--- config.mk ---
export PLATFORM = sky130hd
export DESIGN_NAME = icmp_responder
export DESIGN_NICKNAME = d
export VERILOG_FILES = /design/src/verilog/icmp_pkg.sv /design/src/verilog/icmp_payload_fifo.sv /design/src/verilog/icmp_checksum.sv /design/src/verilog/icmp_rx_parser.sv /design/src/verilog/icmp_reply_tx.sv /design/src/verilog/icmp_responder.sv
export SDC_FILE = /design/constraint.sdc
export NUM_CORES = 1
export LEC_CHECK = 0
export ABC_AREA = 0
export CAP_MARGIN = 20
export CORE_UTILIZATION = 30
export CTS_CLUSTER_DIAMETER = 50
export DETAILED_ROUTE_END_ITERATION = 10
export DONT_BUFFER_PORTS = 1
export PLACE_DENSITY = 0.49
export SETUP_SLACK_MARGIN = 0.05
export SLEW_MARGIN = 10
export SYNTH_ARGS = -nofsm -noshare
export SYNTH_HDL_FRONTEND = slang
export SYNTH_SLANG_ARGS = --single-unit
export TNS_END_PERCENT = 100
--- constraint.sdc ---
create_clock -name rx_clock -period 5.8 [get_ports rx_clock]
set_input_delay 0.58 -clock rx_clock [delete_from_list [all_inputs] [get_ports rx_clock]]
set_output_delay 0.58 -clock rx_clock [all_outputs]
set_load 0.02 [all_outputs]
--- src/verilog/icmp_pkg.sv ---
/* shared constants and the receive state encoding for the ICMP echo responder
   imported by the parser, FIFO and reply transmitter */
package icmp_pkg;

  // ------------------------------
  // ICMP field values
  // ------------------------------
  // type byte of an incoming echo request
  localparam logic [7:0] icmp_type_echo_request = 8'd8;
  // type byte sent back in the reply
  localparam logic [7:0] icmp_type_echo_reply = 8'd0;
  // destination unreachable, reported to the host
  localparam logic [7:0] icmp_type_unreachable = 8'd3;
  // only code 0 is accepted for echo
  localparam logic [7:0] icmp_code_zero = 8'd0;

  // ------------------------------
  // sizes
  // ------------------------------
  // type, code and two checksum bytes
  localparam logic [15:0] icmp_header_len = 16'd4;
  // payload buffer capacity in bytes
  localparam int payload_depth = 64;
  localparam int payload_addr_w = $clog2(payload_depth);
  // header bytes put out ahead of the payload
  localparam logic [2:0] tx_hdr_len = 3'd4;

  // receive FSM states
  typedef enum logic [2:0] {
    idle,
    header,
    payload,
    reply_wait,
    reply_busy,
    discard,
    unreachable
  } rx_state_t;

endpackage

--- src/verilog/icmp_payload_fifo.sv ---
/* byte FIFO that holds the echo payload until the reply goes out
   read_data shows the head byte whenever the FIFO is not empty */
`timescale 1ns/10ps

module icmp_payload_fifo
  import icmp_pkg::*;
(
  input  logic       rx_clock,
  input  logic       arst_n,
  input  logic       clear,
  input  logic       write,
  input  logic [7:0] write_data,
  input  logic       read,
  output logic [7:0] read_data,
  output logic       full,
  output logic       empty
);

  logic [7:0] mem [payload_depth];
  // one extra bit tells full from empty
  logic [payload_addr_w:0] wr_ptr;
  logic [payload_addr_w:0] rd_ptr;
  logic do_write;
  logic do_read;

  assign do_write = write && !full;
  assign do_read  = read && !empty;

  assign empty = (wr_ptr == rd_ptr);
  // same slot, opposite lap
  assign full  = (wr_ptr[payload_addr_w] != rd_ptr[payload_addr_w]) &&
                 (wr_ptr[payload_addr_w-1:0] == rd_ptr[payload_addr_w-1:0]);

  // read ahead, no extra latency
  assign read_data = mem[rd_ptr[payload_addr_w-1:0]];

  // ------------------------------
  // pointers
  // ------------------------------
  always_ff @(posedge rx_clock or negedge arst_n) begin
    if (!arst_n) begin
      wr_ptr <= '0;
      rd_ptr <= '0;
    end else if (clear) begin
      wr_ptr <= '0;
      rd_ptr <= '0;
    end else begin
      if (do_write) wr_ptr <= wr_ptr + 1'b1;
      if (do_read) rd_ptr <= rd_ptr + 1'b1;
    end
  end

  // storage
  always_ff @(posedge rx_clock) begin
    if (do_write) mem[wr_ptr[payload_addr_w-1:0]] <= write_data;
  end

endmodule

--- src/verilog/icmp_checksum.sv ---
/* running ones' complement sum of the payload
   gives the checksum for a reply with type 0 and code 0 */
`timescale 1ns/10ps

module icmp_checksum (
  input  logic        rx_clock,
  input  logic        arst_n,
  input  logic        clear,
  input  logic        add,
  input  logic        odd_byte,
  input  logic [7:0]  data,
  output logic [15:0] checksum
);

  // carries pile up in the top half
  logic [31:0] sum;

  always_ff @(posedge rx_clock or negedge arst_n) begin
    if (!arst_n) begin
      sum <= '0;
    end else if (clear) begin
      sum <= '0;
    end else if (add) begin
      // even byte is the high half of a word
      if (odd_byte) sum <= sum + {24'd0, data};
      else sum <= sum + {16'd0, data, 8'd0};
    end
  end

  // ------------------------------
  // fold carries once and invert
  // ------------------------------
  // reply header fields are all zero so only the payload counts
  assign checksum = ~(sum[15:0] + sum[31:16]);

endmodule

--- src/verilog/icmp_rx_parser.sv ---
/* receive FSM: classifies each ICMP message, captures the sender addresses
   and steers echo payload bytes into the FIFO and checksum */
`timescale 1ns/10ps

module icmp_rx_parser
  import icmp_pkg::*;
(
  input  logic        rx_clock,
  input  logic        arst_n,
  input  logic        rx_enable,
  input  logic [7:0]  rx_data,
  input  logic [47:0] remote_mac,
  input  logic [31:0] remote_ip,
  input  logic        fifo_full,
  input  logic        sending,
  output logic        payload_write,
  output logic        payload_clear,
  output logic        payload_odd,
  output logic        reply_pending,
  output logic        tx_request,
  output logic        dst_unreachable,
  output logic [15:0] length,
  output logic [47:0] destination_mac,
  output logic [31:0] destination_ip
);

  rx_state_t  state;
  // header bytes still to come after the type byte
  logic [1:0] byte_no;
  logic       oversize;

  // buffer exhausted, either by the FIFO flag or by the byte count
  assign oversize = fifo_full || (length >= icmp_header_len + 16'(payload_depth));

  assign payload_write = rx_enable && (state == payload);
  // FIFO and checksum start fresh for every message
  assign payload_clear = (state == idle);
  // byte position inside the 16-bit word
  assign payload_odd   = length[0];
  assign tx_request    = (state == reply_wait);
  assign reply_pending = (state == reply_wait) || (state == reply_busy);

  // ------------------------------
  // state machine
  // ------------------------------
  always_ff @(posedge rx_clock or negedge arst_n) begin
    if (!arst_n) begin
      state           <= idle;
      byte_no         <= '0;
      dst_unreachable <= 1'b0;
    end else begin
      // single cycle flag
      dst_unreachable <= 1'b0;
      case (state)
        idle: begin
          // first byte of a message is the type
          if (rx_enable) begin
            byte_no <= 2'(icmp_header_len - 16'd2);
            if (rx_data == icmp_type_unreachable) state <= unreachable;
            else if (rx_data == icmp_type_echo_request) state <= header;
            else state <= discard;
          end
        end
        header: begin
          // message ended inside the header
          if (!rx_enable) state <= idle;
          // code byte must be zero
          else if ((byte_no == 2'd2) && (rx_data != icmp_code_zero)) state <= discard;
          else if (byte_no == 2'd0) state <= payload;
          else byte_no <= byte_no - 2'd1;
        end
        payload: begin
          if (!rx_enable) state <= reply_wait;
          else if (oversize) state <= discard;
        end
        // hold the request until the transmitter takes it
        reply_wait: if (sending) state <= reply_busy;
        reply_busy: if (!sending) state <= idle;
        unreachable: begin
          dst_unreachable <= 1'b1;
          state           <= discard;
        end
        // swallow the rest of a dropped message
        discard: if (!rx_enable) state <= idle;
        default: state <= idle;
      endcase
    end
  end

  // ------------------------------
  // captured message fields
  // ------------------------------
  always_ff @(posedge rx_clock) begin
    // reply goes back to the sender
    if ((state == idle) && rx_enable) begin
      destination_mac <= remote_mac;
      destination_ip  <= remote_ip;
    end
    // count starts at the header size and grows per payload byte
    if ((state == header) && rx_enable && (byte_no == 2'd0)) length <= icmp_header_len;
    else if (payload_write) length <= length + 16'd1;
  end

endmodule

--- src/verilog/icmp_reply_tx.sv ---
/* echo reply transmitter: after the grant it puts out type, code and checksum,
   then the buffered payload, one byte per cycle on tx_data */
`timescale 1ns/10ps

module icmp_reply_tx
  import icmp_pkg::*;
(
  input  logic        rx_clock,
  input  logic        arst_n,
  input  logic        tx_enable,
  input  logic        reply_pending,
  input  logic [15:0] checksum,
  input  logic [7:0]  fifo_data,
  input  logic        fifo_empty,
  output logic        sending,
  output logic        tx_active,
  output logic [7:0]  tx_data,
  output logic        fifo_read
);

  // header bytes already sent
  logic [2:0] hdr_cnt;
  // blocks a second grant while the parser is still in reply_busy
  logic       reply_done;
  logic       hdr_phase;

  assign hdr_phase = sending && (hdr_cnt != tx_hdr_len);
  // pop one byte per cycle once the header is out
  assign fifo_read = sending && (hdr_cnt == tx_hdr_len) && !fifo_empty;

  // ------------------------------
  // control
  // ------------------------------
  always_ff @(posedge rx_clock or negedge arst_n) begin
    if (!arst_n) begin
      sending    <= 1'b0;
      tx_active  <= 1'b0;
      hdr_cnt    <= '0;
      reply_done <= 1'b0;
    end else if (!sending) begin
      hdr_cnt   <= '0;
      tx_active <= 1'b0;
      // parser back in idle, ready for the next reply
      if (!reply_pending) reply_done <= 1'b0;
      else if (tx_enable && !reply_done) sending <= 1'b1;
    end else if (hdr_phase) begin
      hdr_cnt   <= hdr_cnt + 3'd1;
      tx_active <= 1'b1;
    end else if (!fifo_empty) begin
      tx_active <= 1'b1;
    end else begin
      // last payload byte is on the bus now
      sending    <= 1'b0;
      tx_active  <= 1'b0;
      reply_done <= 1'b1;
    end
  end

  // ------------------------------
  // output byte
  // ------------------------------
  always_ff @(posedge rx_clock) begin
    if (hdr_phase) begin
      case (hdr_cnt)
        3'd0: tx_data <= icmp_type_echo_reply;
        3'd1: tx_data <= icmp_code_zero;
        3'd2: tx_data <= checksum[15:8];
        default: tx_data <= checksum[7:0];
      endcase
    end else if (fifo_read) begin
      tx_data <= fifo_data;
    end
  end

endmodule

--- src/verilog/icmp_responder.sv ---
/* top level of the ICMP echo responder, one clock for receive and send
   wires the parser, payload FIFO, checksum and reply transmitter together */
`timescale 1ns/10ps

module icmp_responder (
  input  logic        rx_clock,
  input  logic        arst_n,
  input  logic        rx_enable,
  input  logic [7:0]  rx_data,
  input  logic [47:0] remote_mac,
  input  logic [31:0] remote_ip,
  input  logic        tx_enable,
  output logic        dst_unreachable,
  output logic        tx_request,
  output logic        tx_active,
  output logic [7:0]  tx_data,
  output logic [15:0] length,
  output logic [47:0] destination_mac,
  output logic [31:0] destination_ip
);

  // parser to FIFO and checksum
  logic        payload_write;
  logic        payload_clear;
  logic        payload_odd;
  logic        fifo_full;
  // FIFO and checksum to transmitter
  logic [15:0] checksum;
  logic [7:0]  fifo_data;
  logic        fifo_empty;
  logic        fifo_read;
  // reply handshake between parser and transmitter
  logic        reply_pending;
  logic        sending;

  // ------------------------------
  // receive side
  // ------------------------------
  // reply_pending covers the reply_wait and reply_busy states of rx_state_t
  icmp_rx_parser u_parser (
    .rx_clock        (rx_clock),
    .arst_n          (arst_n),
    .rx_enable       (rx_enable),
    .rx_data         (rx_data),
    .remote_mac      (remote_mac),
    .remote_ip       (remote_ip),
    .fifo_full       (fifo_full),
    .sending         (sending),
    .payload_write   (payload_write),
    .payload_clear   (payload_clear),
    .payload_odd     (payload_odd),
    .reply_pending   (reply_pending),
    .tx_request      (tx_request),
    .dst_unreachable (dst_unreachable),
    .length          (length),
    .destination_mac (destination_mac),
    .destination_ip  (destination_ip)
  );

  // payload bytes go to FIFO and checksum side by side
  icmp_payload_fifo u_fifo (
    .rx_clock   (rx_clock),
    .arst_n     (arst_n),
    .clear      (payload_clear),
    .write      (payload_write),
    .write_data (rx_data),
    .read       (fifo_read),
    .read_data  (fifo_data),
    .full       (fifo_full),
    .empty      (fifo_empty)
  );

  icmp_checksum u_checksum (
    .rx_clock (rx_clock),
    .arst_n   (arst_n),
    .clear    (payload_clear),
    .add      (payload_write),
    .odd_byte (payload_odd),
    .data     (rx_data),
    .checksum (checksum)
  );

  // ------------------------------
  // send side
  // ------------------------------
  icmp_reply_tx u_reply_tx (
    .rx_clock      (rx_clock),
    .arst_n        (arst_n),
    .tx_enable     (tx_enable),
    .reply_pending (reply_pending),
    .checksum      (checksum),
    .fifo_data     (fifo_data),
    .fifo_empty    (fifo_empty),
    .sending       (sending),
    .tx_active     (tx_active),
    .tx_data       (tx_data),
    .fifo_read     (fifo_read)
  );

endmodule

==> Word level (Yosys, flattened, before mapping) <==
Memories as Yosys holds them, arrays and structs flattened.
Cells that the tools add are included.
{ "classes": {"n_addsub": 8, "multipliers": 0, "div_mod_pow": 0, "n_lt_le_gt_ge": 1, "n_eq_ne": 29, "n_shift": 0, "n_mux": 42, "n_bitwise": 1, "reduce_logical": 30} }
{ "ops": {"columns": ["operator", "n"], "rows": [
  ["32-bit 2-to-1 mux", 3],
  ["3-bit 2-to-1 mux", 13],
  ["32-bit by 16-bit adder with 32-bit output", 1],
  ["32-bit by 8-bit adder with 32-bit output", 1],
  ["7-bit 2-to-1 mux", 4],
  ["3-bit one-hot mux with 7 select lines", 1],
  ["2-bit != test (second input constant)", 9],
  ["16-bit by 1-bit adder with 16-bit output (second input constant)", 1],
  ["16-bit adder", 1],
  ["16-bit by 7-bit >= comparator with 1-bit output (second input constant)", 1],
  ["8-bit 2-to-1 mux", 2],
  ["16-bit inverter", 1],
  ["8-bit one-hot mux with 2 select lines", 1],
  ["7-bit by 1-bit adder with 7-bit output (second input constant)", 2],
  ["1-bit 2-to-1 mux", 13],
  ["3-bit == test (second input constant)", 4],
  ["1-bit logical AND", 12],
  ["2-bit nonzero test", 5],
  ["3-bit by 2-bit == test with 1-bit output (second input constant)", 3],
  ["8-bit by 2-bit == test with 1-bit output (second input constant)", 1],
  ["8-bit by 4-bit == test with 1-bit output (second input constant)", 1],
  ["2-bit 2-to-1 mux", 4],
  ["8-bit nonzero test", 1],
  ["7-bit == test", 1],
  ["other kinds (19)", 25]
]} }
{ "totals": {"register_bits": 162, "latchBits": 0, "ram_bits": 512, "rom_bits": 0, "out_inout_bits": 107, "elab_cells": 126, "memories": 1} }
{ "mem_list": {"columns": ["name", "words", "word_bits", "rd", "rd_clocked_by_memory_dff", "wr", "line_no", "text"], "rows": [
  ["u_fifo.mem", 64, 8, 1, 0, 1, "icmp_payload_fifo.sv:19", "logic [7:0] mem [payload_depth];"]
]} }

==> Depth between registers and ports, before layout <==
{ "depth": {"word_depth": 6, "ltp_mapped": 10, "depth_no_buf": 10} }

==> Modules after synthesis <==
A second synthesis with hierarchy kept.
{ "unflattened": {"hier_cells": 1697, "hier_area_um2": 28408.5} }
{ "modules_own_cells": {"columns": ["module", "instances", "cells_per_inst", "area_per_inst_um2"], "rows": [
  ["icmp_payload_fifo", 1, 1023, 20801.2],
  ["icmp_rx_parser", 1, 219, 3618.5],
  ["icmp_checksum", 1, 396, 3280.6],
  ["icmp_reply_tx", 1, 59, 708.2]
]} }

==> Least setup slack after synthesis <==
Ideal clock, no wire load.
{ "synth_path": {"path_kind": "register to register", "startpoint": "register u_parser.state[0]", "endpoint": "register u_parser.byte_no[0]", "setup_time_ns": 0.125, "arrival_ns": 3.140, "t_required_ns": 5.675, "setup_slack_ns": 2.535, "stages_incl_launch_ff": 6, "synth_period_minus_slack_ns": 3.265, "path_cell_list": "dfrtp_1 buf_2 nor3_1 and2_1 nor2_1 mux2_2"} }
{ "synth_via": {"elab_chain_len": 3, "word_cells_on_any_way": 9, "cone_classes": "5 x eq/ne; 1 x mux; 3 x reduce/logical"} }
{ "synth_rtl": {"columns": ["element", "line_no", "text"], "rows": [
  ["start: declaration", "icmp_rx_parser.sv:27", "rx_state_t state;"],
  ["start signal: assignment", "icmp_rx_parser.sv:48", "state <= idle;"],
  ["start signal: assignment", "icmp_rx_parser.sv:59", "if (rx_data == icmp_type_unreachable) state <= unreachable;"],
  ["start signal: assignment", "icmp_rx_parser.sv:60", "else if (rx_data == icmp_type_echo_request) state <= header;"],
  ["3-bit by 1-bit == test with 1-bit output or 3-bit logical NOT (tied branches)", "icmp_rx_parser.sv:54", "case (state)"],
  ["2-bit != test (no line) or 2-bit nonzero test (tied branches)", null, null],
  ["5-bit AND reduction (no line)", null, null],
  ["end signal: assignment", "icmp_rx_parser.sv:58", "byte_no <= 2'(icmp_header_len - 16'd2);"],
  ["end signal: assignment", "icmp_rx_parser.sv:70", "else byte_no <= byte_no - 2'd1;"],
  ["end: declaration", "icmp_rx_parser.sv:29", "logic [1:0] byte_no;"]
]} }
Parallel ways exist; a longest one is shown, timed or not.
A chain may end at the register's enable or synchronous reset.

==> Worst setup path after layout <==
{ "layout_path": {"startpoint": "register u_parser.state[2]", "endpoint": "memory u_fifo.mem[36][1] (enable)"} }
{ "layout_via": {"elab_chain_len": 5} }
{ "layout_rtl": {"columns": ["element", "line_no", "text"], "rows": [
  ["3-bit by 2-bit == test with 1-bit output", "icmp_rx_parser.sv:35", "assign payload_write = rx_enable && (state == payload);"],
  ["1-bit logical AND", "icmp_rx_parser.sv:35", null],
  ["1-bit logical AND", "icmp_payload_fifo.sv:26", "assign do_write = write && !full;"],
  ["1-bit 2-to-1 mux", "icmp_payload_fifo.sv:55", "if (do_write) mem[wr_ptr[payload_addr_w-1:0]] <= write_data;"],
  ["1-bit 2-to-1 mux (not written as such)", "icmp_payload_fifo.sv:55", null],
  ["end: declaration", "icmp_payload_fifo.sv:19", null]
]} }
Every way passes these cells.

==> impl_metrics.toml <==
[setup_path]
reg2reg_from = "u_parser.state[2]"
slowest_delay_ps = 900
cp-start-kind = "flop"
path_buf_inv = 1
worstPathRequired_ps = 6050
slowest_stage = "nor2_1"
cp_top_family = "simple AND/OR/NAND/NOR gates"
crit_fanout = 16
endpoint_kind = "flop"
cp.depth = 5
r2r-end = "u_fifo.mem[36][1]"
r2r_setup_slack_ps = 1580
critical_path_class = "flop to flop"
worstPathCellList = "nand4bb_1 > a31oi_1 > buf_4 > nand3_1 > nor2_1"
rr_worst_depth = 5
crit_arrival_ps = 4470

[route]
wl_met3_mm = 4.719
firstDrtPassIters = 5
ant_nets = 0
viasPerCell = 5.028
top_layer_used = "met4"
wl_met1_mm = 33.20
wirelength_mm = 74.76
drc = 0
drt_iter0_drc = 1350
num_vias = 15560
wire_per_inst_um = 24.16
dr_wl_met2_mm = 34.91

[cells_and_area]
layout_common_cells = "edfxtp_1 (600), nor2_1 (154), mux4_2 (92)"
antenna_cells = 0
syn2layout_area_growth_pct = 16.07
layout_commonest_cell = "edfxtp_1"
final_layout_size_suffix_gt1_share_pct = 14.85
final_util_pct = 35.32
design.final.nets = 1918
fin_area_mm2 = 0.03258

[placed_design]
port_buffers = 0
dp_hpwl_mm = 46.24
place_area_mm2 = 0.02935
gp_congestion = 0.8043

[floorplan]
top_level_ports = 199
num_rows = 111
die_w_um = 307.9
coreArea_mm2 = 0.09222
dieArea_mm2 = 0.09478
die_y_um = 307.9
start_util_pct = 30.43

[synthesis]
synth_area_per_cell_um2 = 16.36
synth_top_cell_by_area = "edfxtp_1"
yosys-top-cells-area = "edfxtp_1 (64%), mux4_2 (7.4%), dfrtp_1 (5.2%), mux2i_1 (2.9%), nor2_1 (2.1%)"
synth_cells = 1716
synth_top_area_share_pct = 64.20
seq_area_frac_synth_pct = 70.51
syn_nets = 1852
synth_seq_cells = 674
synth-async-reset-ratio_pct = 8.605
ys.flop_type = "edfxtp_1"
synth_cell_types = 82
synth_warnings = 0
netlist_area_mm2 = 0.02807
synth_edf_count = 600

[grt]
track_usage_pct = 15.79
grt_pass1_wl_mm = 110.4
overflow = 0
grt_max_degree = 70
grt_pass1_vias = 16250
antenna_found_initial = 0

[clocking]
htree_levels = 3
cts_tree = "done"
clockRootBuffer = "clkbuf_16"
worst_skew_pair.late_latency_ps = 640
cts.sinks = 674
path_clk_slew_ps = 60
cts_setup_buffers = 0
clockBufferDepth = 3
cts_inserted_buffers = 84
cts-resized-gates = 0
cts_hold_buf = 43

[sta]
hold_violations = 0
fin_crit_ps = 4218
skew_ps = 26.67
hold_slack_ps = 45.19
finalSetupTns_ps = 0
rsz0062_at_grt = "no"
finalSetupViolCount = 0
slew_viol_final = 0
slew_headroom_pct = 30.25
fin_crit_sh_pct = 72.73
fmax_ghz = 0.2371
worstMarginPinSlew_ps = 1043

[outcome]
outcome = "finished clean"

[worst_hold_path]
whs_endpoint = "u_parser.destination_ip[21]"
hp-class = "input port to flop"
hold-path-cell-count = 0
min-delay-start = "remote_ip[21]"

[power]
p_leak_uw = 0.01041
p_per_area_mw_per_mm2 = 362.0
max-vdd-ir-drop_mv = 0.2199

[flow_run]
drv_cap = 0
how the worst max path moves through the flow:
stage,start,end,slack (ps)
final,u_parser.state[2],u_fifo.mem[36][1],1580
after global routing,u_parser.state[2],u_fifo.mem[3][2],1230
after CTS,u_parser.state[2],u_fifo.mem[51][7],1430
after detailed placement,u_parser.state[2],u_fifo.mem[18][3],1480
after global placement,u_parser.state[2],u_fifo.mem[36][0],1700
after floorplan,u_parser.state[0],u_parser.byte_no[0],2540
layer usage:
metal | vias to the layer above | track usage [%]
met4 | 0 | 4.489
met5 | - | 0
met1 | 7987 | 22.00
met2 | 556 | 24.90
li1 | 6895 | -
met3 | 124 | 3.195
metrics by stage:
step	power (uW)	setup WS [ps]	instances
global route	12210	1234	3095
finish	11790	1582	3095
detailed placement	6686	1485	2896
floorplan	6419	2535	1716
global placement	6683	1705	2896
CTS	11920	1431	3095
kinds of logic (layout without fill, tap and decap cells):
kind of cell / count (synthesis) / in the layout / synth area share [%]
xor+xnor: 72 / 72 / 2.247
fa+ha+maj: 44 / 44 / 2.042
mux: 182 / 182 / 10.63
simple gates: 382 / 382 / 6.545
flops: 674 / 674 / 70.51
compound gates: 259 / 259 / 6.197
buf+inv: 103 / 239 / 1.828
synth_stat cells, drive strengths merged, types with 4 or more instances:
cell type / n
nor2: 154
nor2b: 19
mux4: 92
o21ai: 57
a211oi: 30
o22ai: 11
xor2: 46
and2: 4
nor4: 8
o211ai: 8
edfxtp: 600
mux2: 9
ha: 41
a22o: 4
nand2: 64
clkbuf: 24
or2: 6
dfrtp: 58
or3: 8
inv: 22
a31oi: 8
nand3b: 7
a221oi: 6
mux2i: 81
and3: 16
nor3: 14
xnor2: 26
o221ai: 10
nand4: 16
buf: 56
dfxtp: 16
a22oi: 21
nand3: 45
a21o: 8
o21a: 7
nand2b: 8
a21oi: 59
flip-flops by register name (all words and copies together), names as in the netlist:
signal	count
u_parser.byte_no	2
u_reply_tx.sending	1
u_parser.dst_unreachable	1
u_reply_tx.reply_done	1
u_parser.length	16
u_fifo.mem	512
u_fifo.wr_ptr	7
u_parser.destination_ip	32
u_fifo.rd_ptr	7
u_parser.state	3
u_parser.destination_mac	48
u_checksum.sum	32
u_reply_tx.hdr_cnt	3
u_reply_tx.tx_data	8
u_reply_tx.tx_active	1
cell type report:
type	count	area, um2
clock buffers	104	2261
multi-input cells	939	7785
flip-flops and latches	674	19800
clock inverters	52	511.7
repair buffers	60	575.6
fillers	8820	59640
well taps	1243	1555
inverters	23	86.33
where the power goes:
| group | switching [uW] | total, uW | internal [uW] |
|---|---|---|---|
| clock | 2060 | 5170 | 3110 |
| sequential | 331 | 5860 | 5530 |
| combinational | 508 | 766 | 258 |
| total | 2900 | 11800 | 8890 |
(Power assumes the default switching activity.)
